### config.mk
export PLATFORM = sky130hd
export DESIGN_NAME = conv_window_top
export DESIGN_NICKNAME = d
export VERILOG_FILES = /design/src/conv_data_pkg.sv /design/src/conv_ctrl_pkg.sv /design/src/conv_window_top.sv /design/src/conv_accum_requant.sv /design/src/signed_mul_pipe.sv /design/src/tap_sequencer.sv /design/src/tap_serializer.sv
export VERILOG_INCLUDE_DIRS = /design/src /design/src/src
export SDC_FILE = /design/constraint.sdc
export NUM_CORES = 1
export LEC_CHECK = 0
export ABC_AREA = 1
export BUFFER_PORTS_ARGS = -buffer_cell sky130_fd_sc_hd__buf_4
export CAP_MARGIN = 20
export CELL_PAD_IN_SITES_DETAIL_PLACEMENT = 0
export CELL_PAD_IN_SITES_GLOBAL_PLACEMENT = 1
export CORE_MARGIN = 1.5
export CORE_UTILIZATION = 40
export DETAILED_ROUTE_END_ITERATION = 12
export GPL_ROUTABILITY_DRIVEN = 0
export PLACE_DENSITY = 0.75
export SYNTH_ARGS = -nofsm -noshare
export SYNTH_HDL_FRONTEND = slang
export SYNTH_SLANG_ARGS = --single-unit
### constraint.sdc
create_clock -name clk -period 5.5 [get_ports clk]
set_clock_uncertainty 0.1 [all_clocks]
set_input_delay 1.1 -clock clk [delete_from_list [all_inputs] [get_ports clk]]
set_output_delay 1.1 -clock clk [all_outputs]
set_load 0.05 [all_outputs]
### src/conv_config.svh
//////////////////////////////////////////////////
// sizes shared by the packages and the RTL
// the multiplier stage widths are fixed for 8-bit
// operands. CONV_DATA_W and CONV_MUL_STAGES cannot
// be changed on their own
//////////////////////////////////////////////////
`ifndef CONV_CONFIG_SVH
`define CONV_CONFIG_SVH

// taps in one 3x3 window
`define CONV_TAPS 9

// feature, weight and bias width
`define CONV_DATA_W 8

`define CONV_ACC_W 28       // accumulator and raw result

// bias is scaled by 2^6 before the add, also low bit of q
`define CONV_BIAS_SHIFT 6

`define CONV_MUL_STAGES 8   // register stages in the multiplier

`endif
### src/conv_data_pkg.sv
//////////////////////////////////////////////////
// data formats of the window datapath
// taps are signed two's complement values
// tap 0 sits in the low byte of a window
//////////////////////////////////////////////////
`include "conv_config.svh"

package conv_data_pkg;

  // one feature, weight or bias value
  typedef logic signed [`CONV_DATA_W-1:0] tap_t;

  typedef tap_t [`CONV_TAPS-1:0] window_t;          // tap 0 is sent first

  typedef logic signed [2*`CONV_DATA_W-1:0] product_t;

  typedef logic signed [`CONV_ACC_W-1:0] acc_t;

  // relu output, msb always zero
  typedef logic [`CONV_DATA_W-1:0] quant_t;

  typedef struct packed {
    acc_t   acc;  // biased sum
    quant_t q;    // requantized value
  } conv_result_t;

endpackage

### src/conv_ctrl_pkg.sv
//////////////////////////////////////////////////
// sideband that travels with each tap pair
// through the multiplier
//////////////////////////////////////////////////
`include "conv_config.svh"

package conv_ctrl_pkg;

  // tap position inside a window
  typedef logic [$clog2(`CONV_TAPS)-1:0] tap_idx_t;

  typedef struct packed {
    logic                valid;
    logic                first;  // first tap of a window
    logic                last;   // last tap of a window
    conv_data_pkg::tap_t bias;   // bias of the window
  } tap_side_t;

endpackage

### src/conv_window_top.sv
//////////////////////////////////////////////////
// one 3x3 window as a serial dot product
// windows and bias are sampled with start
// result_valid comes 18 cycles after start, new
// starts are taken every 10 cycles at most
//////////////////////////////////////////////////
`timescale 1ns/1ps

module conv_window_top (
  input  logic                         clk,
  input  logic                         rstn,
  input  logic                         start,
  input  conv_data_pkg::window_t       feat_win,
  input  conv_data_pkg::window_t       weight_win,
  input  conv_data_pkg::tap_t          bias,
  output logic                         busy,
  output logic                         result_valid,
  output conv_data_pkg::conv_result_t  result
);
  import conv_data_pkg::*;
  import conv_ctrl_pkg::*;

  logic      load;
  logic      shift;
  tap_side_t seq_side;
  tap_t      feat_tap;
  tap_t      weight_tap;
  product_t  product;
  tap_side_t mul_side;

  tap_sequencer u_seq (
    .clk   (clk),
    .rstn  (rstn),
    .start (start),
    .bias  (bias),
    .busy  (busy),
    .load  (load),
    .shift (shift),
    .side  (seq_side)
  );

  tap_serializer #(.tap_type(tap_t)) u_feat_ser (
    .clk   (clk),
    .rstn  (rstn),
    .load  (load),
    .shift (shift),
    .win   (feat_win),
    .head  (feat_tap)
  );

  tap_serializer #(.tap_type(tap_t)) u_weight_ser (
    .clk   (clk),
    .rstn  (rstn),
    .load  (load),
    .shift (shift),
    .win   (weight_win),
    .head  (weight_tap)
  );

  signed_mul_pipe #(.side_type(tap_side_t)) u_mul (
    .clk      (clk),
    .rstn     (rstn),
    .a        (feat_tap),
    .b        (weight_tap),
    .side_in  (seq_side),
    .product  (product),
    .side_out (mul_side)
  );

  conv_accum_requant u_acc (
    .clk          (clk),
    .rstn         (rstn),
    .product      (product),
    .side         (mul_side),
    .result_valid (result_valid),
    .result       (result)
  );

endmodule

### src/conv_accum_requant.sv
//////////////////////////////////////////////////
// window accumulator with bias and requantization
// q is relu then saturation to 7 bits, taken from
// acc bits 12..6. result_valid pulses one cycle
// after the last product and is not held
//////////////////////////////////////////////////
`timescale 1ns/1ps
`include "conv_config.svh"

module conv_accum_requant (
  input  logic                         clk,
  input  logic                         rstn,
  input  conv_data_pkg::product_t      product,
  input  conv_ctrl_pkg::tap_side_t     side,
  output logic                         result_valid,
  output conv_data_pkg::conv_result_t  result
);
  import conv_data_pkg::*;

  localparam int Q_LO   = `CONV_BIAS_SHIFT;
  localparam int Q_HI   = Q_LO + 6;          // 7-bit output field
  localparam int SAT_HI = `CONV_ACC_W - 2;   // below the sign bit

  acc_t   sum_q;
  acc_t   sum_next;
  acc_t   biased;
  quant_t q_next;

  // first product of a window restarts the sum
  assign sum_next = (side.first ? acc_t'(0) : sum_q) + acc_t'(product);
  assign biased   = sum_next + (acc_t'(side.bias) <<< `CONV_BIAS_SHIFT);

  always_comb begin
    if (biased[`CONV_ACC_W-1]) begin
      q_next = '0;                           // relu
    end else if (|biased[SAT_HI:Q_HI+1]) begin
      q_next = quant_t'(8'h7f);              // saturate
    end else begin
      q_next = quant_t'(biased[Q_HI:Q_LO]);
    end
  end

  //////////////////////////////////////////////////
  // registers
  //////////////////////////////////////////////////
  always_ff @(posedge clk) begin
    if (side.valid) begin
      sum_q <= sum_next;
    end
  end

  always_ff @(posedge clk) begin
    if (!rstn) begin
      result_valid <= 1'b0;
    end else begin
      result_valid <= side.valid && side.last;
    end
  end

  always_ff @(posedge clk) begin
    if (side.valid && side.last) begin
      result.acc <= biased;
      result.q   <= q_next;
    end
  end

endmodule

### src/signed_mul_pipe.sv
//////////////////////////////////////////////////
// 8-stage signed 8x8 multiplier
// magnitudes are multiplied, the sign is fixed up
// in the last stage. one pair per cycle, result
// and sideband 8 cycles after the pair enters
// stage widths assume 8-bit operands
//////////////////////////////////////////////////
`timescale 1ns/1ps
`include "conv_config.svh"

module signed_mul_pipe #(
  parameter type side_type = conv_ctrl_pkg::tap_side_t
) (
  input  logic                     clk,
  input  logic                     rstn,
  input  conv_data_pkg::tap_t      a,
  input  conv_data_pkg::tap_t      b,
  input  side_type                 side_in,
  output conv_data_pkg::product_t  product,
  output side_type                 side_out
);
  import conv_data_pkg::*;

  localparam int STAGES = `CONV_MUL_STAGES;

  logic [7:0]        a_mag;
  logic [7:0]        b_mag;
  logic              sign;
  logic [7:0]        pp [8];        // stage 1 partial products
  logic [5:0]        lo2 [4];       // stage 2 low sums with carry
  logic [2:0]        hi2_a [4];
  logic [3:0]        hi2_b [4];
  logic [9:0]        sum3 [4];      // stage 3
  logic [7:0]        lo4 [2];       // stage 4
  logic [2:0]        hi4_a [2];
  logic [4:0]        hi4_b [2];
  logic [11:0]       sum5 [2];      // stage 5
  logic [9:0]        lo6;           // stage 6
  logic [2:0]        hi6_a;
  logic [6:0]        hi6_b;
  logic [15:0]       mag7;          // stage 7 unsigned product
  logic [STAGES-2:0] sign_d;
  side_type          side_d [STAGES];

  assign a_mag = a[7] ? 8'(~a + 1'b1) : 8'(a);
  assign b_mag = b[7] ? 8'(~b + 1'b1) : 8'(b);
  assign sign  = a[7] ^ b[7];

  //////////////////////////////////////////////////
  // datapath
  //////////////////////////////////////////////////
  always_ff @(posedge clk) begin
    // stage 1: one row per multiplier bit
    for (int i = 0; i < 8; i++) begin
      pp[i] <= b_mag[i] ? a_mag : 8'h00;
    end

    // stage 2: pairs of rows, low parts first
    for (int k = 0; k < 4; k++) begin
      lo2[k]   <= pp[2*k][4:0] + {pp[2*k+1][3:0], 1'b0};
      hi2_a[k] <= pp[2*k][7:5];
      hi2_b[k] <= pp[2*k+1][7:4];
    end

    // stage 3: high parts with the carry
    for (int k = 0; k < 4; k++) begin
      sum3[k] <= {5'(hi2_a[k] + hi2_b[k] + lo2[k][5]), lo2[k][4:0]};
    end

    // stage 4: second sum is 2 bits up
    for (int j = 0; j < 2; j++) begin
      lo4[j]   <= sum3[2*j][6:0] + {sum3[2*j+1][4:0], 2'b00};
      hi4_a[j] <= sum3[2*j][9:7];
      hi4_b[j] <= sum3[2*j+1][9:5];
    end

    for (int j = 0; j < 2; j++) begin  // stage 5
      sum5[j] <= {5'(hi4_a[j] + hi4_b[j] + lo4[j][7]), lo4[j][6:0]};
    end

    // stage 6: second sum is 4 bits up
    lo6   <= sum5[0][8:0] + {sum5[1][4:0], 4'h0};
    hi6_a <= sum5[0][11:9];
    hi6_b <= sum5[1][11:5];

    mag7 <= {7'(hi6_a + hi6_b + lo6[9]), lo6[8:0]};  // stage 7

    // stage 8: sign fix
    if (sign_d[STAGES-2]) begin
      product <= product_t'(~mag7 + 1'b1);
    end else begin
      product <= product_t'(mag7);
    end

    sign_d <= {sign_d[STAGES-3:0], sign};  // lines up with stages 1..7
  end

  //////////////////////////////////////////////////
  // sideband delay
  //////////////////////////////////////////////////
  always_ff @(posedge clk) begin
    if (!rstn) begin
      for (int i = 0; i < STAGES; i++) begin
        side_d[i] <= '0;
      end
    end else begin
      side_d[0] <= side_in;
      for (int i = 1; i < STAGES; i++) begin
        side_d[i] <= side_d[i-1];
      end
    end
  end

  assign side_out = side_d[STAGES-1];

endmodule

### src/tap_sequencer.sv
//////////////////////////////////////////////////
// start to tap-stream control
// a start while busy is ignored
// taps 0..8 go out in the 9 cycles after start,
// busy drops one cycle after the last tap
//////////////////////////////////////////////////
`timescale 1ns/1ps
`include "conv_config.svh"

module tap_sequencer (
  input  logic                      clk,
  input  logic                      rstn,
  input  logic                      start,
  input  conv_data_pkg::tap_t       bias,
  output logic                      busy,
  output logic                      load,
  output logic                      shift,
  output conv_ctrl_pkg::tap_side_t  side
);
  import conv_ctrl_pkg::*;

  localparam tap_idx_t LAST_IDX = tap_idx_t'(`CONV_TAPS - 1);
  localparam tap_idx_t PRE_LAST = tap_idx_t'(`CONV_TAPS - 2);

  tap_idx_t  tap_cnt;   // tap now at the serializer heads
  tap_side_t side_q;

  assign load  = start && !busy;   // accepted start
  assign shift = busy;             // advance after every presented tap
  assign side  = side_q;

  //////////////////////////////////////////////////
  // tap counter and sideband
  //////////////////////////////////////////////////
  always_ff @(posedge clk) begin
    if (!rstn) begin
      busy    <= 1'b0;
      tap_cnt <= '0;
      side_q  <= '0;
    end else if (load) begin
      busy         <= 1'b1;
      tap_cnt      <= '0;
      side_q.valid <= 1'b1;
      side_q.first <= 1'b1;
      side_q.last  <= 1'b0;
      side_q.bias  <= bias;          // held for the whole window
    end else if (busy) begin
      if (tap_cnt == LAST_IDX) begin
        // window done
        busy         <= 1'b0;
        side_q.valid <= 1'b0;
        side_q.last  <= 1'b0;
      end else begin
        tap_cnt      <= tap_cnt + 1'b1;
        side_q.first <= 1'b0;
        side_q.last  <= (tap_cnt == PRE_LAST);  // next tap is the last
      end
    end
  end

endmodule

### src/tap_serializer.sv
//////////////////////////////////////////////////
// holds one window and presents one tap per shift
// load wins over shift in the same cycle
// after the last shift head reads zero
//////////////////////////////////////////////////
`timescale 1ns/1ps
`include "conv_config.svh"

module tap_serializer #(
  parameter type tap_type = conv_data_pkg::tap_t
) (
  input  logic                       clk,
  input  logic                       rstn,
  input  logic                       load,
  input  logic                       shift,
  input  tap_type [`CONV_TAPS-1:0]   win,
  output tap_type                    head
);

  tap_type [`CONV_TAPS-1:0] taps;   // taps[0] is the current tap

  always_ff @(posedge clk) begin
    if (!rstn) begin
      taps <= '0;
    end else if (load) begin
      taps <= win;
    end else if (shift) begin
      // move the next tap down, zero fills the top
      taps <= taps >> $bits(tap_type);
    end
  end

  assign head = taps[0];

endmodule

After elaboration in Yosys (flattened, before gate mapping)

Memory sizes are Yosys's and may differ from the RTL's.
Cells that the tools add are included.

Bits in registers: 284
Latch bits: 0
RAM bits: 300
ROM bits: 0
Input bits: 155
Output and inout bits: 38
Logic and storage cells: 135
Memories kept: 10

Memories:

| memory          | depth | width | rd ports | clocked after memory_dff | wr ports | line                  | source |
|---|---|---|---|---|---|---|---|
| u_mul.side_d    | 8     | 11    | 8        | 0                        | 8        | signed_mul_pipe.sv:43 | `side_type side_d [STAGES];` |
| u_mul.pp        | 8     | 8     | 8        | 0                        | 8        | signed_mul_pipe.sv:29 | `logic [7:0] pp [8];` |
| u_mul.sum3      | 4     | 10    | 4        | 0                        | 4        | signed_mul_pipe.sv:33 | `logic [9:0] sum3 [4];` |
| u_mul.lo2       | 4     | 6     | 4        | 0                        | 4        | signed_mul_pipe.sv:30 | `logic [5:0] lo2 [4];` |
| u_mul.sum5      | 2     | 12    | 2        | 0                        | 2        | signed_mul_pipe.sv:37 | `logic [11:0] sum5 [2];` |
| u_mul.hi2_b     | 4     | 4     | 4        | 0                        | 4        | signed_mul_pipe.sv:32 | `logic [3:0] hi2_b [4];` |
| 4 more memories | n/a   | n/a   | n/a      | n/a                      | n/a      | n/a                   |  |

Add/sub/neg operators: 27
Multiply operators: 0
Div/mod/pow operators: 0
$lt $le $gt $ge: 0
Equality and inequality tests: 3
Shifts and indexed selects: 0
Mux-type cells: 35
Bitwise gates (word level): 14
Reductions and logical operators: 11

Operator list:

| cell                  | count |
|---|---|
| $mux 72               | 4 |
| $mux 11               | 8 |
| $mux 8                | 10 |
| $add 5x1->5           | 6 |
| $add 28x14->28        | 1 |
| $add 28x16->28        | 1 |
| $mux 28               | 1 |
| $add 5x5->6           | 4 |
| $add 3x4->5           | 4 |
| $add 16x1->16 const B | 1 |
| $add 7x7->8           | 2 |
| $add 8x1->8 const B   | 2 |
| $mux 16               | 1 |
| $not 16->16           | 1 |
| $not 8->8             | 2 |
| $reduce_or 15->1      | 1 |
| $reduce_or 14->1      | 1 |
| $add 3x5->5           | 2 |
| $add 9x9->10          | 1 |
| $mux 1                | 8 |
| $or 1x1->1            | 8 |
| $add 3x7->7           | 1 |
| $add 7x1->7           | 1 |
| $mux 7                | 1 |
| 12 further kinds      | 18 |

Longest topological paths before layout

Gate-level depths: netlist of the first run.
An unclocked memory read counts as a cell.

Depth in word-level cells: 6
Gate-level depth with buffers: 28
Gate-level depth less buffers: 28

Hierarchy

Synthesis of the first run repeated with hierarchy kept, for this count alone.

Cells, all modules: 2,927
Area total of the unflattened synthesis: 24,011.8 um^2

Modules (own cells, without submodules):

| module             | instances | cells each | area each (um^2) | sequential area each (um^2) |
|---|---|---|---|---|
| signed_mul_pipe    | 1         | 1,058      | 11,093.1         | 7,186.9 |
| tap_serializer     | 2         | 530        | 3,460.8          | 1,441.4 |
| conv_accum_requant | 1         | 725        | 5,317.6          | 1,941.9 |
| tap_sequencer      | 1         | 84         | 679.4            | 320.3 |

Worst setup path after synthesis of the first run

Ideal clock, no wire load.

Path kind: reg-to-reg
From: memory u_mul.side_d[0][86] in the netlist's numbering
To: register u_acc.result[0] (netlist name)
Arrival time: 3.535 ns
Data required time: 5.151 ns
Slack: 1.615 ns
Stages on the path, launching flop included: 28
Buffers on the path: 2
Clock period less this slack: 3.885 ns
Cells stage by stage: dfxtp_1 > buf_2 > buf_1 > nor2_1 > ha_1 > nand2_1 > nor2_1 > inv_1 > o21ai_0 > a21oi_1 > nor2_1 > nor2_1 > xnor2_1 > ha_1 > nand2_1 > inv_1 > nand2_1 > inv_1 > a21oi_1 > nand2_1 > nand2_1 > nand2_2 > nor2_2 > nand3_2 > nor2_4 > nand3_1 > nand2_1 > inv_1

RTL lines:

| element            | line |
|---|---|
| start: declaration | signed_mul_pipe.sv:43 |

==> report_table.html, run 1 <==
<table>
<tr><th>Metric</th><th>Value</th></tr>
<tr><th colspan="2">STA</th></tr>
<tr><td>Final worst-path cycle share</td><td>85.1%</td></tr>
<tr><td>Slew of the pin with the lowest slew margin</td><td>1090 ps</td></tr>
<tr><td>Unrepaired setup endpoints after global routing</td><td>false</td></tr>
<tr><td>Relative slew slack</td><td>27.1%</td></tr>
<tr><td>Achievable Freq</td><td>214 MHz</td></tr>
<tr><td>Min Clock Period, post-route</td><td>4680 ps</td></tr>
<tr><td>Hold violation total from the final report</td><td>0</td></tr>
<tr><td>Setup-violating endpoint count in the final report</td><td>0</td></tr>
<tr><td>Total negative slack</td><td>0 ps</td></tr>
<tr><td>Count of final max-slew check failures</td><td>0</td></tr>
<tr><td>Worst-case setup margin in the final layout</td><td>821 ps</td></tr>
<tr><th colspan="2">Synthesis</th></tr>
<tr><td>Count of yosys warnings during synthesis</td><td>0</td></tr>
<tr><td>Post-synthesis instance area</td><td>0.0235 mm^2</td></tr>
<tr><td>Average cell area after synthesis</td><td>8.28 um^2</td></tr>
<tr><td>Flip-flop and latch count after synthesis</td><td>584</td></tr>
<tr><td>Post-synthesis instance total</td><td>2,833</td></tr>
<tr><td>Number of distinct library cells after synthesis</td><td>41</td></tr>
<tr><td>Fraction of the yosys area taken by sequential cells</td><td>52.6%</td></tr>
<tr><td>Post-synthesis net count</td><td>3,109</td></tr>
<tr><th colspan="2">CTS</th></tr>
<tr><td>Number of clock sinks seen by CTS</td><td>584</td></tr>
<tr><td>CTS resizes</td><td>0</td></tr>
<tr><td>Clock root buffer</td><td>sky130_fd_sc_hd__clkbuf_16</td></tr>
<tr><td>Post-CTS setup buffer count</td><td>0</td></tr>
<tr><td>TritonCTS clock tree</td><td>done</td></tr>
<tr><td>Clock insertion delay at the later pin of the skew report</td><td>620 ps</td></tr>
<tr><td>Count of H-tree levels built during CTS</td><td>2</td></tr>
<tr><td>Clock-pin slew on the worst setup and hold paths</td><td>60 ps</td></tr>
<tr><td>Clock buffer count from CTS</td><td>58</td></tr>
<tr><td>Buffers from clock root to sink, at most</td><td>3</td></tr>
<tr><td>Number of buffers added to fix hold violations after cts</td><td>0</td></tr>
<tr><th colspan="2">Floorplanning</th></tr>
<tr><td>Y dimension of the die</td><td>245 um</td></tr>
<tr><td>Placeable core region</td><td>0.0578 mm^2</td></tr>
<tr><td>Floorplan die area</td><td>0.0601 mm^2</td></tr>
<tr><td>Initial Util</td><td>40.6%</td></tr>
<tr><td>Total I/O pin count</td><td>193</td></tr>
<tr><td>Die boundary width</td><td>245 um</td></tr>
<tr><td>Cell Rows</td><td>88</td></tr>
<tr><th colspan="2">Detailed routing</th></tr>
<tr><td>Vias/cell</td><td>4.58</td></tr>
<tr><td>Drt initial violations</td><td>1,042</td></tr>
<tr><td>Average detailed-routed wire length per instance</td><td>13.5 um</td></tr>
<tr><td>Total Routed Length</td><td>51.9 mm</td></tr>
<tr><td>DRC violations left</td><td>0</td></tr>
<tr><td>First-pass DRT Iterations</td><td>5</td></tr>
<tr><td>Residual antenna-violating net count after detailed routing</td><td>0</td></tr>
<tr><td>Total via count after detailed routing</td><td>17.6k</td></tr>
<tr><th colspan="2">Place</th></tr>
<tr><td>Quantity of I/O buffers inserted on ports</td><td>192</td></tr>
<tr><td>Worst setup slack after placement</td><td>866 ps</td></tr>
<tr><td>HPWL reported at the end of detailed placement</td><td>37.0 mm</td></tr>
<tr><th colspan="2">Run</th></tr>
<tr><td>Max-Cap Viols</td><td>0</td></tr>
<tr><th colspan="2">Finish</th></tr>
<tr><td>Fin nets</td><td>3,291</td></tr>
<tr><td>Most frequent cells in the layout</td><td>649 x sky130_fd_sc_hd__nand2_1, 585 x sky130_fd_sc_hd__inv_1, 519 x sky130_fd_sc_hd__dfxtp_1</td></tr>
<tr><td>Leading cell type in the layout, fill and taps excluded</td><td>sky130_fd_sc_hd__nand2_1</td></tr>
<tr><td>Ratio of cells with drive above 1 in the final layout</td><td>11.2%</td></tr>
<tr><td>Layout overhead on the synthesized area</td><td>18.4%</td></tr>
<tr><th colspan="2">Power and ir drop</th></tr>
<tr><td>Worst vdd ir</td><td>253 uV</td></tr>
<tr><td>Leakage power summed over all cells</td><td>14.3 nW</td></tr>
<tr><td>Power density of the placed cells</td><td>387 mW/mm^2</td></tr>
<tr><th colspan="2">Setup path</th></tr>
<tr><td>CP arrival</td><td>4950 ps</td></tr>
<tr><td>CP required</td><td>5780 ps</td></tr>
<tr><td>Startpoint class of the critical path</td><td>flip-flop</td></tr>
<tr><td>Type of the worst setup path</td><td>flip-flop to flip-flop</td></tr>
<tr><td>Critical path peak fanout</td><td>16</td></tr>
<tr><td>Critical path capture point type</td><td>flip-flop</td></tr>
<tr><th colspan="2">Hold path</th></tr>
<tr><td>Hold crit path type</td><td>flip-flop to flip-flop</td></tr>
<tr><th colspan="2">Global routing</th></tr>
<tr><td>Initial antenna violation count</td><td>1</td></tr>
<tr><td>Global-route wire length before repair</td><td>84.8 mm</td></tr>
<tr><td>Total Routing Usage GR</td><td>17.3%</td></tr>
<tr><td>Global route total overflow</td><td>0</td></tr>
<tr><td>Maximum number of pins on one net before global-route repair</td><td>105</td></tr>
<tr><td>Vias in the first global route</td><td>17.2k</td></tr>
<tr><th colspan="2">Outcome</th></tr>
<tr><td>Outcome</td><td>complete, no violations</td></tr>
</table>
## metrics by stage
step                instance area (um^2)  power, W  std cells  util [%]  hold slack, ps
CTS                                27800    0.0109       3830      48.0             220
global placement                   25700   0.00662       3719      44.4             210
finish                             27800    0.0108       3831      48.0             223
global route                       27800    0.0113       3831      48.0             218
floorplan                          23500   0.00604       2833         -             210
detailed placement                 25700   0.00663       3720      44.4             212
## per-layer routing
layer,GRT usage [%],routed length [um],vias up
met3,2.85,2480,94
met2,30.1,24800,396
met1,21.3,22900,7963
met5,0,0,-
met4,7.12,1680,0
li1,-,-,9099
## synth_stat cells
master	number	share of area, %
sky130_fd_sc_hd__buf_2	10	0.21
sky130_fd_sc_hd__nand3b_1	5	0.16
sky130_fd_sc_hd__and2_1	1	0.027
sky130_fd_sc_hd__edfxtp_1	64	8.2
sky130_fd_sc_hd__fa_1	23	2.0
sky130_fd_sc_hd__nand4_1	9	0.24
sky130_fd_sc_hd__o31ai_1	1	0.032
sky130_fd_sc_hd__clkinv_1	4	0.064
sky130_fd_sc_hd__buf_1	20	0.32
sky130_fd_sc_hd__a31o_2	1	0.037
sky130_fd_sc_hd__o221ai_1	34	1.3
sky130_fd_sc_hd__xor2_1	58	2.2
sky130_fd_sc_hd__o21a_1	2	0.064
sky130_fd_sc_hd__nor3_2	2	0.085
sky130_fd_sc_hd__o211a_1	1	0.043
sky130_fd_sc_hd__a211oi_1	4	0.13
sky130_fd_sc_hd__o211ai_1	31	0.99
sky130_fd_sc_hd__nor3b_1	1	0.032
sky130_fd_sc_hd__ha_1	98	5.2
sky130_fd_sc_hd__inv_2	3	0.048
sky130_fd_sc_hd__nor3_1	18	0.38
sky130_fd_sc_hd__nand2_1	650	10
sky130_fd_sc_hd__nor2_2	5	0.13
sky130_fd_sc_hd__nand3_1	166	3.5
sky130_fd_sc_hd__a31oi_1	2	0.053
sky130_fd_sc_hd__nand3_2	6	0.26
sky130_fd_sc_hd__nor2_1	196	3.1
sky130_fd_sc_hd__o21bai_1	5	0.16
sky130_fd_sc_hd__nor4_1	3	0.080
sky130_fd_sc_hd__a221oi_1	1	0.037
sky130_fd_sc_hd__clkbuf_1	57	0.91
sky130_fd_sc_hd__dfxtp_1	520	44
sky130_fd_sc_hd__a21oi_2	1	0.037
sky130_fd_sc_hd__nor2_4	3	0.14
sky130_fd_sc_hd__xnor2_1	25	0.93
sky130_fd_sc_hd__inv_1	585	9.4
sky130_fd_sc_hd__o21ai_0	116	2.5
sky130_fd_sc_hd__o21ai_1	5	0.11
sky130_fd_sc_hd__a21o_1	7	0.22
sky130_fd_sc_hd__a21oi_1	81	1.7
sky130_fd_sc_hd__nand2_2	9	0.24
## cell families (layout without fill, tap and decap cells)
| kind of cell | after synthesis | after routing | synth area share (%) |
|---|---|---|---|
| simple gates | 1074 | 1074 | 18.9 |
| buf+inv | 679 | 911 | 10.9 |
| flops | 584 | 584 | 52.6 |
| compound gates | 292 | 292 | 7.39 |
| fa+ha+maj | 121 | 121 | 7.19 |
| xor+xnor | 83 | 83 | 3.10 |
| other cells | 0 | 1 | 0 |
## layout make-up
type	count	area (um^2)
antenna	1	2.50
multi-input combinational	1570	8580
clock buffer	78	1640
tap	765	957
fill	5539	30000
sequential	584	12300
timing repair buffer	209	1590
inverter	592	2220
clock inverter	32	449
## state kept, by name (all words and copies together) (netlist names), 28 cells and up
signal and count:
u_acc.sum_q 28, u_feat_ser.taps 64, u_mul.side_d 88, u_mul.pp 64
u_mul.sum3 40, u_weight_ser.taps 64, u_acc.result 36
## critical path: stages (launching register included)
cell	delay, ps
sky130_fd_sc_hd__dfxtp_1	340
sky130_fd_sc_hd__buf_4	230
sky130_fd_sc_hd__nor2_1	80
sky130_fd_sc_hd__ha_1	330
sky130_fd_sc_hd__a21oi_1	150
sky130_fd_sc_hd__nand2_1	150
sky130_fd_sc_hd__a21oi_1	240
sky130_fd_sc_hd__o21ai_0	110
sky130_fd_sc_hd__buf_4	170
sky130_fd_sc_hd__a21oi_1	280
sky130_fd_sc_hd__nor2_1	70
sky130_fd_sc_hd__nor2_1	130
sky130_fd_sc_hd__xnor2_1	150
sky130_fd_sc_hd__ha_1	400
sky130_fd_sc_hd__nand2_1	130
sky130_fd_sc_hd__inv_1	100
sky130_fd_sc_hd__nand2_1	110
sky130_fd_sc_hd__nor2_1	210
sky130_fd_sc_hd__nand4_1	200
sky130_fd_sc_hd__nand3_1	140
sky130_fd_sc_hd__nand2_1	50
sky130_fd_sc_hd__nand2_1	80
sky130_fd_sc_hd__nand2_1	90
sky130_fd_sc_hd__nor2_4	190
sky130_fd_sc_hd__nand3_1	90
sky130_fd_sc_hd__nand2_1	70
sky130_fd_sc_hd__inv_1	40
## report_power, final
part	total (W)	internal (W)	switching, W
registers	0.00471	0.00460	0.000107
clock network	0.00421	0.00253	0.00168
logic	0.00183	0.000617	0.00121
## final timing paths
path                      end  cells past startpoint                 from  slack [ps]
min          u_mul.sum5[0][2]                      0      u_mul.lo4[0][2]         220
min reg2reg  u_mul.sum5[0][2]                      0      u_mul.lo4[0][2]         220
max reg2reg   u_acc.result[2]                     26  u_mul.side_d[0][86]         820
max           u_acc.result[2]                     26  u_mul.side_d[0][86]         820
(Power assumes the default switching activity.)
==> run 2: changes to the inputs <==
ABC_AREA = 0   (was 1)
PLACE_DENSITY = 0.72   (was 0.75)
==> report_table.html, run 2 <==
<table>
<tr><th>Metric</th><th>Value</th></tr>
<tr><th colspan="2">STA</th></tr>
<tr><td>Achievable Freq</td><td>187 MHz (-12%)</td></tr>
<tr><td>Unrepaired setup endpoints after global routing</td><td>true</td></tr>
<tr><td>Final worst-path cycle share</td><td>97.1% (+12 points)</td></tr>
<tr><td>Relative slew slack</td><td>33.7% (+6.7 points)</td></tr>
<tr><td>Total negative slack</td><td>0 ps (unchanged)</td></tr>
<tr><td>Setup-violating endpoint count in the final report</td><td>0 (unchanged)</td></tr>
<tr><td>Hold violation total from the final report</td><td>0 (unchanged)</td></tr>
<tr><td>Count of final max-slew check failures</td><td>0 (unchanged)</td></tr>
<tr><td>Min Clock Period, post-route</td><td>5340 ps (+662 ps)</td></tr>
<tr><td>Slew of the pin with the lowest slew margin</td><td>987 ps (-107 ps)</td></tr>
<tr><th colspan="2">Finish</th></tr>
<tr><td>Register ranked first by flip-flop count</td><td>u_mul.side_d</td></tr>
<tr><td>Leading cell type in the layout, fill and taps excluded</td><td>sky130_fd_sc_hd__dfxtp_1</td></tr>
<tr><td>Layout overhead on the synthesized area</td><td>20.0%</td></tr>
<tr><td>Ratio of cells with drive above 1 in the final layout</td><td>15.4% (+4.2 points)</td></tr>
<tr><td>Max FFs per register</td><td>88 (unchanged)</td></tr>
<tr><td>Fin nets</td><td>2,578 (-22%)</td></tr>
<tr><td>Most frequent cells in the layout</td><td>518 x sky130_fd_sc_hd__dfxtp_1, 222 x sky130_fd_sc_hd__and2_1, 222 x sky130_fd_sc_hd__buf_4</td></tr>
<tr><td>Diode insertion count for antenna repair</td><td>0 (-1)</td></tr>
<tr><td>Utilization of the core after routing</td><td>48.6% (+0.52 points)</td></tr>
<tr><th colspan="2">Synthesis</th></tr>
<tr><td>Post-synthesis instance area</td><td>0.0223 mm^2 (-5.0%)</td></tr>
<tr><td>Post-synthesis instance total</td><td>2,101 (-26%)</td></tr>
<tr><td>Cell types with the highest counts after synthesis</td><td>520 x sky130_fd_sc_hd__dfxtp_1, 222 x sky130_fd_sc_hd__and2_1, 180 x sky130_fd_sc_hd__nand2_1</td></tr>
<tr><td>Share of Yosys cell area claimed by the top area cell type</td><td>46.7% (+2.3 points)</td></tr>
<tr><td>Number of distinct library cells after synthesis</td><td>57 (+39%)</td></tr>
<tr><td>Top cell type by total area after synthesis</td><td>sky130_fd_sc_hd__dfxtp_1</td></tr>
<tr><td>Top cells by area, synth</td><td>sky130_fd_sc_hd__dfxtp_1 47%, sky130_fd_sc_hd__edfxtp_1 8.6%, sky130_fd_sc_hd__mux2i_1 6.6%, sky130_fd_sc_hd__and2_1 6.2%, sky130_fd_sc_hd__ha_1 5.5%</td></tr>
<tr><td>Count of yosys warnings during synthesis</td><td>0 (unchanged)</td></tr>
<tr><td>Post-synthesis net count</td><td>2,377 (-24%)</td></tr>
<tr><td>Average cell area after synthesis</td><td>10.6 um^2 (+28%)</td></tr>
<tr><td>Flip-flop and latch count after synthesis</td><td>584 (unchanged)</td></tr>
<tr><td>Most used DFF post-synth</td><td>sky130_fd_sc_hd__dfxtp_1</td></tr>
<tr><td>Cell with the most instances after synthesis</td><td>sky130_fd_sc_hd__dfxtp_1</td></tr>
<tr><td>EDFF count, synth</td><td>64 (unchanged)</td></tr>
<tr><td>Fraction of the yosys area taken by sequential cells</td><td>55.3% (+2.7 points)</td></tr>
<tr><td>Share of synthesized flip-flops with an asynchronous set or reset</td><td>0% (unchanged)</td></tr>
<tr><th colspan="2">CTS</th></tr>
<tr><td>Buffers from clock root to sink, at most</td><td>3 (unchanged)</td></tr>
<tr><td>Count of H-tree levels built during CTS</td><td>2 (unchanged)</td></tr>
<tr><td>Clock-pin slew on the worst setup and hold paths</td><td>60 ps (about the same)</td></tr>
<tr><td>TritonCTS clock tree</td><td>done</td></tr>
<tr><td>Clock buffer count from CTS</td><td>59 (+1.7%)</td></tr>
<tr><td>Clock insertion delay at the later pin of the skew report</td><td>610 ps (about the same)</td></tr>
<tr><td>Number of buffers added to fix hold violations after cts</td><td>0 (unchanged)</td></tr>
<tr><td>Clock root buffer</td><td>sky130_fd_sc_hd__clkbuf_16</td></tr>
<tr><td>Number of clock sinks seen by CTS</td><td>584 (unchanged)</td></tr>
<tr><th colspan="2">Global routing</th></tr>
<tr><td>Initial antenna violation count</td><td>2 (+1)</td></tr>
<tr><td>Global route total overflow</td><td>0 (unchanged)</td></tr>
<tr><td>Total Routing Usage GR</td><td>15.0% (-2.3 points)</td></tr>
<tr><td>Maximum number of pins on one net before global-route repair</td><td>237 (+130%)</td></tr>
<tr><td>Global-route wire length before repair</td><td>69.7 mm (-18%)</td></tr>
<tr><td>Vias in the first global route</td><td>14.2k (-18%)</td></tr>
<tr><th colspan="2">Detailed routing</th></tr>
<tr><td>Residual antenna-violating net count after detailed routing</td><td>0 (unchanged)</td></tr>
<tr><td>Average detailed-routed wire length per instance</td><td>13.9 um (+3.1%)</td></tr>
<tr><td>Drt initial violations</td><td>558 (-46%)</td></tr>
<tr><td>Total via count after detailed routing</td><td>14.3k (-19%)</td></tr>
<tr><td>Total Routed Length</td><td>43.2 mm (-17%)</td></tr>
<tr><td>First-pass DRT Iterations</td><td>5 (unchanged)</td></tr>
<tr><td>DRC violations left</td><td>0 (unchanged)</td></tr>
<tr><td>Vias/cell</td><td>4.62 (+0.86%)</td></tr>
<tr><th colspan="2">Place</th></tr>
<tr><td>Quantity of I/O buffers inserted on ports</td><td>192 (unchanged)</td></tr>
<tr><td>HPWL reported at the end of detailed placement</td><td>30.1 mm (-19%)</td></tr>
<tr><th colspan="2">Setup path</th></tr>
<tr><td>CP required</td><td>5730 ps (-50 ps)</td></tr>
<tr><td>Critical path peak fanout</td><td>10 (-6)</td></tr>
<tr><td>Startpoint class of the critical path</td><td>flip-flop</td></tr>
<tr><td>Cell-by-cell listing of the critical path</td><td>buf_4, nor2b_1, ha_1, o211ai_1, o211ai_1, buf_4, a21o_1, a21oi_1, xnor2_1, ha_1, o211a_1, o31ai_2, a31oi_2, o311a_1, or3_4, a2111oi_4, or4b_1, and4bb_4, a21oi_1</td></tr>
<tr><td>CP max-delay cell</td><td>sky130_fd_sc_hd__or4b_1</td></tr>
<tr><td>Largest stage delay on the critical path</td><td>450 ps (+50 ps)</td></tr>
<tr><td>Type of the worst setup path</td><td>flip-flop to flip-flop</td></tr>
<tr><td>CP arrival</td><td>5570 ps (+620 ps)</td></tr>
<tr><td>Critical path capture point type</td><td>flip-flop</td></tr>
<tr><td>Reg2Reg Depth</td><td>19 (-27%)</td></tr>
<tr><th colspan="2">Floorplanning</th></tr>
<tr><td>Total I/O pin count</td><td>193 (unchanged)</td></tr>
<tr><td>Die boundary width</td><td>239 um (-2.5%)</td></tr>
<tr><td>Floorplan die area</td><td>0.0572 mm^2 (-4.9%)</td></tr>
<tr><td>Y dimension of the die</td><td>239 um (-2.5%)</td></tr>
<tr><td>Cell Rows</td><td>86 (-2.3%)</td></tr>
<tr><td>Initial Util</td><td>40.5% (-0.12 points)</td></tr>
<tr><td>Placeable core region</td><td>0.0551 mm^2 (-4.7%)</td></tr>
<tr><th colspan="2">Power and ir drop</th></tr>
<tr><td>Worst vdd ir</td><td>221 uV (-13%)</td></tr>
<tr><td>Leakage power summed over all cells</td><td>11.7 nW (-18%)</td></tr>
<tr><td>Power density of the placed cells</td><td>380 mW/mm^2 (-1.9%)</td></tr>
<tr><th colspan="2">Hold path</th></tr>
<tr><td>Hold Crit Depth</td><td>0 (unchanged)</td></tr>
<tr><td>Hold crit path type</td><td>flip-flop to flip-flop</td></tr>
<tr><th colspan="2">Outcome</th></tr>
<tr><td>Outcome</td><td>complete, no violations</td></tr>
<tr><th colspan="2">Run</th></tr>
<tr><td>Max-Cap Viols</td><td>0 (unchanged)</td></tr>
</table>
[run 2: changes by cell type after synthesis, sizes merged, moves of 39 or more]
cell	previous run	this run
and2	1	222
inv	588	94
nor2b	0	45
nand3	172	10
o21ai	121	160
mux2i	0	147
nand2	659	180
xnor2	25	75
nor2	204	106
[run 2: stage by stage]
step	hold slack [ps]	total power (W)	setup WS (ps)	cell area [um^2]	std cells
after global routing	228	0.0107	-127	26800	3094
after global placement	210	0.00615	-29.6	24600	2986
after floorplan	210	0.00572	191	22300	2101
after detailed placement	212	0.00619	-74.5	24600	2986
final	216	0.0102	160	26800	3094
after CTS	218	0.0102	9.82	26600	3091
[run 2: repair_timing]
action                     in CTS  in global routing
gates resized for setup         6                 34
pin swaps                       0                 17
setup endpoints to repair       8                  9
setup buffers                   0                  3
[run 2: critical path, delay by kind of cell (launching register included)]
kind / cells / cell delay (ps)
AO/OA/AOI/OAI: 10 / 1910
adder cells (fa/ha/maj): 2 / 680
AND/OR/NAND/NOR: 4 / 1270
flip-flops: 1 / 370
buffers and inverters: 2 / 380
XOR/XNOR: 1 / 370
[run 2: area by class of cell]
class | instances | area (um^2)
fill | 5160 | 28300
tap | 748 | 936
sequential | 584 | 12300
timing repair buffer | 225 | 1710
inverter | 96 | 360
clock inverter | 28 | 269
clock buffer | 77 | 1700
multi-input combinational | 1336 | 9440
[run 2: worst paths after layout]
path	slack [ps]	to	start
setup / recovery	160	u_acc.result[6]	u_mul.side_d[0][86]
hold / removal	220	u_mul.hi4_b[0][7]	u_mul.sum3[3][7]
setup reg to reg	160	u_acc.result[6]	u_mul.side_d[0][86]
hold reg to reg	220	u_mul.hi4_b[0][7]	u_mul.sum3[3][7]
[run 2: layer usage]
metal / wire length, um / global-route usage (%) / vias to the layer above
met5: 17 / 0 / -
met4: 927 / 4.12 / 4
met3: 3380 / 5.99 / 67
met2: 20500 / 25.6 / 221
met1: 18300 / 17.4 / 6596
li1: - / - / 7409
[run 2: cell families after synthesis]
family | Yosys count | share of synthesized area, %
compound gates | 342 | 9.03
xor+xnor | 105 | 4.12
fa+ha+maj | 121 | 7.56
buf+inv | 181 | 3.06
flops | 584 | 55.3
mux | 147 | 6.60
simple gates | 621 | 14.3
[run 2: where the power goes]
| group | leakage (nW) | internal (W) | total, W | switching (W) |
|---|---|---|---|---|
| Combinational | 5.96 | 0.000664 | 0.00149 | 0.000826 |
| Sequential | 4.80 | 0.00457 | 0.00467 | 0.000105 |
| Clock | 0.965 | 0.00236 | 0.00400 | 0.00164 |
| Total | 11.7 | 0.00759 | 0.0102 | 0.00257 |
==> run 3: changes to the inputs <==
MAX_ROUTING_LAYER = met4   (was default)
==> report_table.html, run 3 (synthesis gave the netlist of run 2 again) <==
<table>
<tr><th>Metric</th><th>Value</th></tr>
<tr><th colspan="2">Finish</th></tr>
<tr><td>Fin nets</td><td>2,578 (unchanged)</td></tr>
<tr><td>Ratio of cells with drive above 1 in the final layout</td><td>15.4% (unchanged)</td></tr>
<tr><td>Most frequent cells in the layout</td><td>518 x sky130_fd_sc_hd__dfxtp_1, 222 x sky130_fd_sc_hd__and2_1, 222 x sky130_fd_sc_hd__buf_4</td></tr>
<tr><td>Max FFs per register</td><td>88 (unchanged)</td></tr>
<tr><td>Leading cell type in the layout, fill and taps excluded</td><td>sky130_fd_sc_hd__dfxtp_1</td></tr>
<tr><td>Register ranked first by flip-flop count</td><td>u_mul.side_d</td></tr>
<tr><td>Layout overhead on the synthesized area</td><td>20.0% (about the same)</td></tr>
<tr><td>Final standard cell count with taps included and fillers excluded</td><td>3,096 (+0.065%)</td></tr>
<tr><td>Utilization of the core after routing</td><td>48.6% (about the same)</td></tr>
<tr><th colspan="2">Hold path</th></tr>
<tr><td>End point of the worst hold path</td><td>u_mul.hi4_b[0][7]</td></tr>
<tr><td>Hold Crit Depth</td><td>0 (unchanged)</td></tr>
<tr><td>Min-delay src</td><td>u_mul.sum3[3][7]</td></tr>
<tr><td>Hold crit path type</td><td>flip-flop to flip-flop</td></tr>
<tr><th colspan="2">Setup path</th></tr>
<tr><td>Startpoint class of the critical path</td><td>flip-flop</td></tr>
<tr><td>R2R setup slack</td><td>160 ps (about the same)</td></tr>
<tr><td>CP arrival</td><td>5570 ps (about the same)</td></tr>
<tr><td>CP required</td><td>5730 ps (about the same)</td></tr>
<tr><td>Type of the worst setup path</td><td>flip-flop to flip-flop</td></tr>
<tr><td>Reg2reg end</td><td>u_acc.result[6]</td></tr>
<tr><td>Reg2Reg Depth</td><td>19 (unchanged)</td></tr>
<tr><td>Worst r2r src</td><td>u_mul.side_d[0][86]</td></tr>
<tr><td>Critical path peak fanout</td><td>10 (unchanged)</td></tr>
<tr><td>Critical path capture point type</td><td>flip-flop</td></tr>
<tr><th colspan="2">Global routing</th></tr>
<tr><td>Global route total overflow</td><td>0 (unchanged)</td></tr>
<tr><td>Total Routing Usage GR</td><td>15.5% (+0.46 points)</td></tr>
<tr><td>Initial antenna violation count</td><td>2 (unchanged)</td></tr>
<tr><td>Global-route wire length before repair</td><td>69.6 mm (about the same)</td></tr>
<tr><td>Vias in the first global route</td><td>14.2k (+0.12%)</td></tr>
<tr><td>Maximum number of pins on one net before global-route repair</td><td>237 (unchanged)</td></tr>
<tr><th colspan="2">CTS</th></tr>
<tr><td>Clock buffer count from CTS</td><td>59 (unchanged)</td></tr>
<tr><td>Number of clock sinks seen by CTS</td><td>584 (unchanged)</td></tr>
<tr><td>Clock insertion delay at the later pin of the skew report</td><td>610 ps (about the same)</td></tr>
<tr><td>Clock-pin slew on the worst setup and hold paths</td><td>60 ps (about the same)</td></tr>
<tr><td>Number of buffers added to fix hold violations after cts</td><td>0 (unchanged)</td></tr>
<tr><td>TritonCTS clock tree</td><td>done</td></tr>
<tr><td>Buffers from clock root to sink, at most</td><td>3 (unchanged)</td></tr>
<tr><td>Count of H-tree levels built during CTS</td><td>2 (unchanged)</td></tr>
<tr><td>Clock root buffer</td><td>sky130_fd_sc_hd__clkbuf_16</td></tr>
<tr><th colspan="2">Power and ir drop</th></tr>
<tr><td>Overall power after layout</td><td>0.0102 W (about the same)</td></tr>
<tr><td>Leakage power summed over all cells</td><td>11.7 nW (unchanged)</td></tr>
<tr><td>Power density of the placed cells</td><td>380 mW/mm^2 (about the same)</td></tr>
<tr><td>Worst vdd ir</td><td>221 uV (about the same)</td></tr>
<tr><th colspan="2">STA</th></tr>
<tr><td>Achievable Freq</td><td>187 MHz (about the same)</td></tr>
<tr><td>Unrepaired setup endpoints after global routing</td><td>true</td></tr>
<tr><td>Worst hold slack</td><td>217 ps (+0.773 ps)</td></tr>
<tr><td>Final worst-path cycle share</td><td>97.1% (about the same)</td></tr>
<tr><td>Min Clock Period, post-route</td><td>5340 ps (+0.599 ps)</td></tr>
<tr><td>Count of final max-slew check failures</td><td>0 (unchanged)</td></tr>
<tr><td>Worst-case setup margin in the final layout</td><td>159 ps (-0.599 ps)</td></tr>
<tr><td>Relative slew slack</td><td>33.7% (-0.039 points)</td></tr>
<tr><td>Hold violation total from the final report</td><td>0 (unchanged)</td></tr>
<tr><td>Setup-violating endpoint count in the final report</td><td>0 (unchanged)</td></tr>
<tr><td>Slew of the pin with the lowest slew margin</td><td>987 ps (+0.575 ps)</td></tr>
<tr><th colspan="2">Floorplanning</th></tr>
<tr><td>Cell Rows</td><td>86 (unchanged)</td></tr>
<tr><td>Placeable core region</td><td>0.0551 mm^2 (unchanged)</td></tr>
<tr><td>Die boundary width</td><td>239 um (unchanged)</td></tr>
<tr><td>Initial Util</td><td>40.5% (unchanged)</td></tr>
<tr><td>Floorplan die area</td><td>0.0572 mm^2 (unchanged)</td></tr>
<tr><td>Total I/O pin count</td><td>193 (unchanged)</td></tr>
<tr><td>Y dimension of the die</td><td>239 um (unchanged)</td></tr>
<tr><th colspan="2">Outcome</th></tr>
<tr><td>Outcome</td><td>complete, no violations</td></tr>
<tr><th colspan="2">Place</th></tr>
<tr><td>HPWL reported at the end of detailed placement</td><td>30.1 mm (unchanged)</td></tr>
<tr><td>Quantity of I/O buffers inserted on ports</td><td>192 (unchanged)</td></tr>
<tr><td>Worst setup slack after placement</td><td>-74.5 ps (unchanged)</td></tr>
<tr><td>Inst Count DP</td><td>2,986 (unchanged)</td></tr>
<tr><th colspan="2">Run</th></tr>
<tr><td>Max-Cap Viols</td><td>0 (unchanged)</td></tr>
<tr><th colspan="2">Detailed routing</th></tr>
<tr><td>First-pass DRT Iterations</td><td>5 (unchanged)</td></tr>
<tr><td>Residual antenna-violating net count after detailed routing</td><td>0 (unchanged)</td></tr>
<tr><td>Average detailed-routed wire length per instance</td><td>13.9 um (-0.11%)</td></tr>
<tr><td>Total via count after detailed routing</td><td>14.3k (+0.17%)</td></tr>
<tr><td>Total Routed Length</td><td>43.1 mm (about the same)</td></tr>
<tr><td>Drt initial violations</td><td>533 (-4.5%)</td></tr>
<tr><td>DRC violations left</td><td>0 (unchanged)</td></tr>
<tr><td>Vias/cell</td><td>4.63 (+0.11%)</td></tr>
</table>
## run 3: cell types whose count changed in the layout (fill, tap and decap cells not counted), sizes merged
cell / delta
diode: +2
## run 3: worst max path at each step
stage,from,to,slack [ps],cells past startpoint
finish,u_mul.side_d[0][86],u_acc.result[6],160,19
global route,u_mul.side_d[0][86],u_acc.result[6],-130,22
CTS,u_mul.side_d[0][86],u_acc.result[4],10,24
detailed placement,u_mul.side_d[0][86],u_acc.result[4],-70,23
global placement,u_acc.sum_q[0],u_acc.result[6],-30,22
floorplan,u_mul.side_d[0][86],u_acc.result[0],190,21
## run 3: layout make-up
| class | instances | area, um^2 |
|---|---|---|
| well taps | 748 | 936 |
| inverters | 96 | 360 |
| clock inverters | 28 | 269 |
| flip-flops and latches | 584 | 12300 |
| multi-input cells | 1336 | 9440 |
| diodes | 2 | 5.00 |
| repair buffers | 225 | 1710 |
| clock buffers | 77 | 1700 |
| fillers | 5158 | 28300 |
## run 3: critical path: stages, from the launching register on
cell	delay, ps
sky130_fd_sc_hd__dfxtp_4	370
sky130_fd_sc_hd__buf_4	190
sky130_fd_sc_hd__nor2b_1	70
sky130_fd_sc_hd__ha_1	320
sky130_fd_sc_hd__o211ai_1	110
sky130_fd_sc_hd__o211ai_1	340
sky130_fd_sc_hd__buf_4	190
sky130_fd_sc_hd__a21o_1	110
sky130_fd_sc_hd__a21oi_1	70
sky130_fd_sc_hd__xnor2_1	360
sky130_fd_sc_hd__ha_1	360
sky130_fd_sc_hd__o211a_1	230
sky130_fd_sc_hd__o31ai_2	90
sky130_fd_sc_hd__a31oi_2	170
sky130_fd_sc_hd__o311a_1	370
sky130_fd_sc_hd__or3_4	350
sky130_fd_sc_hd__a2111oi_4	340
sky130_fd_sc_hd__or4b_1	450
sky130_fd_sc_hd__and4bb_4	400
sky130_fd_sc_hd__a21oi_1	80
## run 3: per-layer routing
metal / wire [um] / up-vias / track usage, % / part of all wire, %
li1: - / 7419 / - / -
met5: 0 / - / - / 0
met4: 928 / 0 / 4.12 / 2.2
met3: 3170 / 66 / 5.69 / 7.4
met1: 18500 / 6618 / 17.6 / 43
met2: 20500 / 219 / 25.5 / 48
## run 3: metrics by stage
step / TNS [ps] / instance area (um^2)
floorplan: 0 / 22300
global placement: -166 / 24600
detailed placement: -507 / 24600
CTS: 0 / 26600
global route: -910 / 26800
finish: 0 / 26800
## run 3: where the power goes
group          internal [W]  switching [W]  total [W]  leakage [nW]
combinational      0.000664       0.000826    0.00149          5.96
sequential          0.00457       0.000105    0.00467          4.80
clock               0.00236        0.00164    0.00400         0.965
total               0.00759        0.00257     0.0102          11.7
## run 3: repair_timing
item / CTS / global route
buffers inserted: 0 / 3
pin swaps: 0 / 17
resized for setup: 6 / 34
setup endpoints to repair: 8 / 9
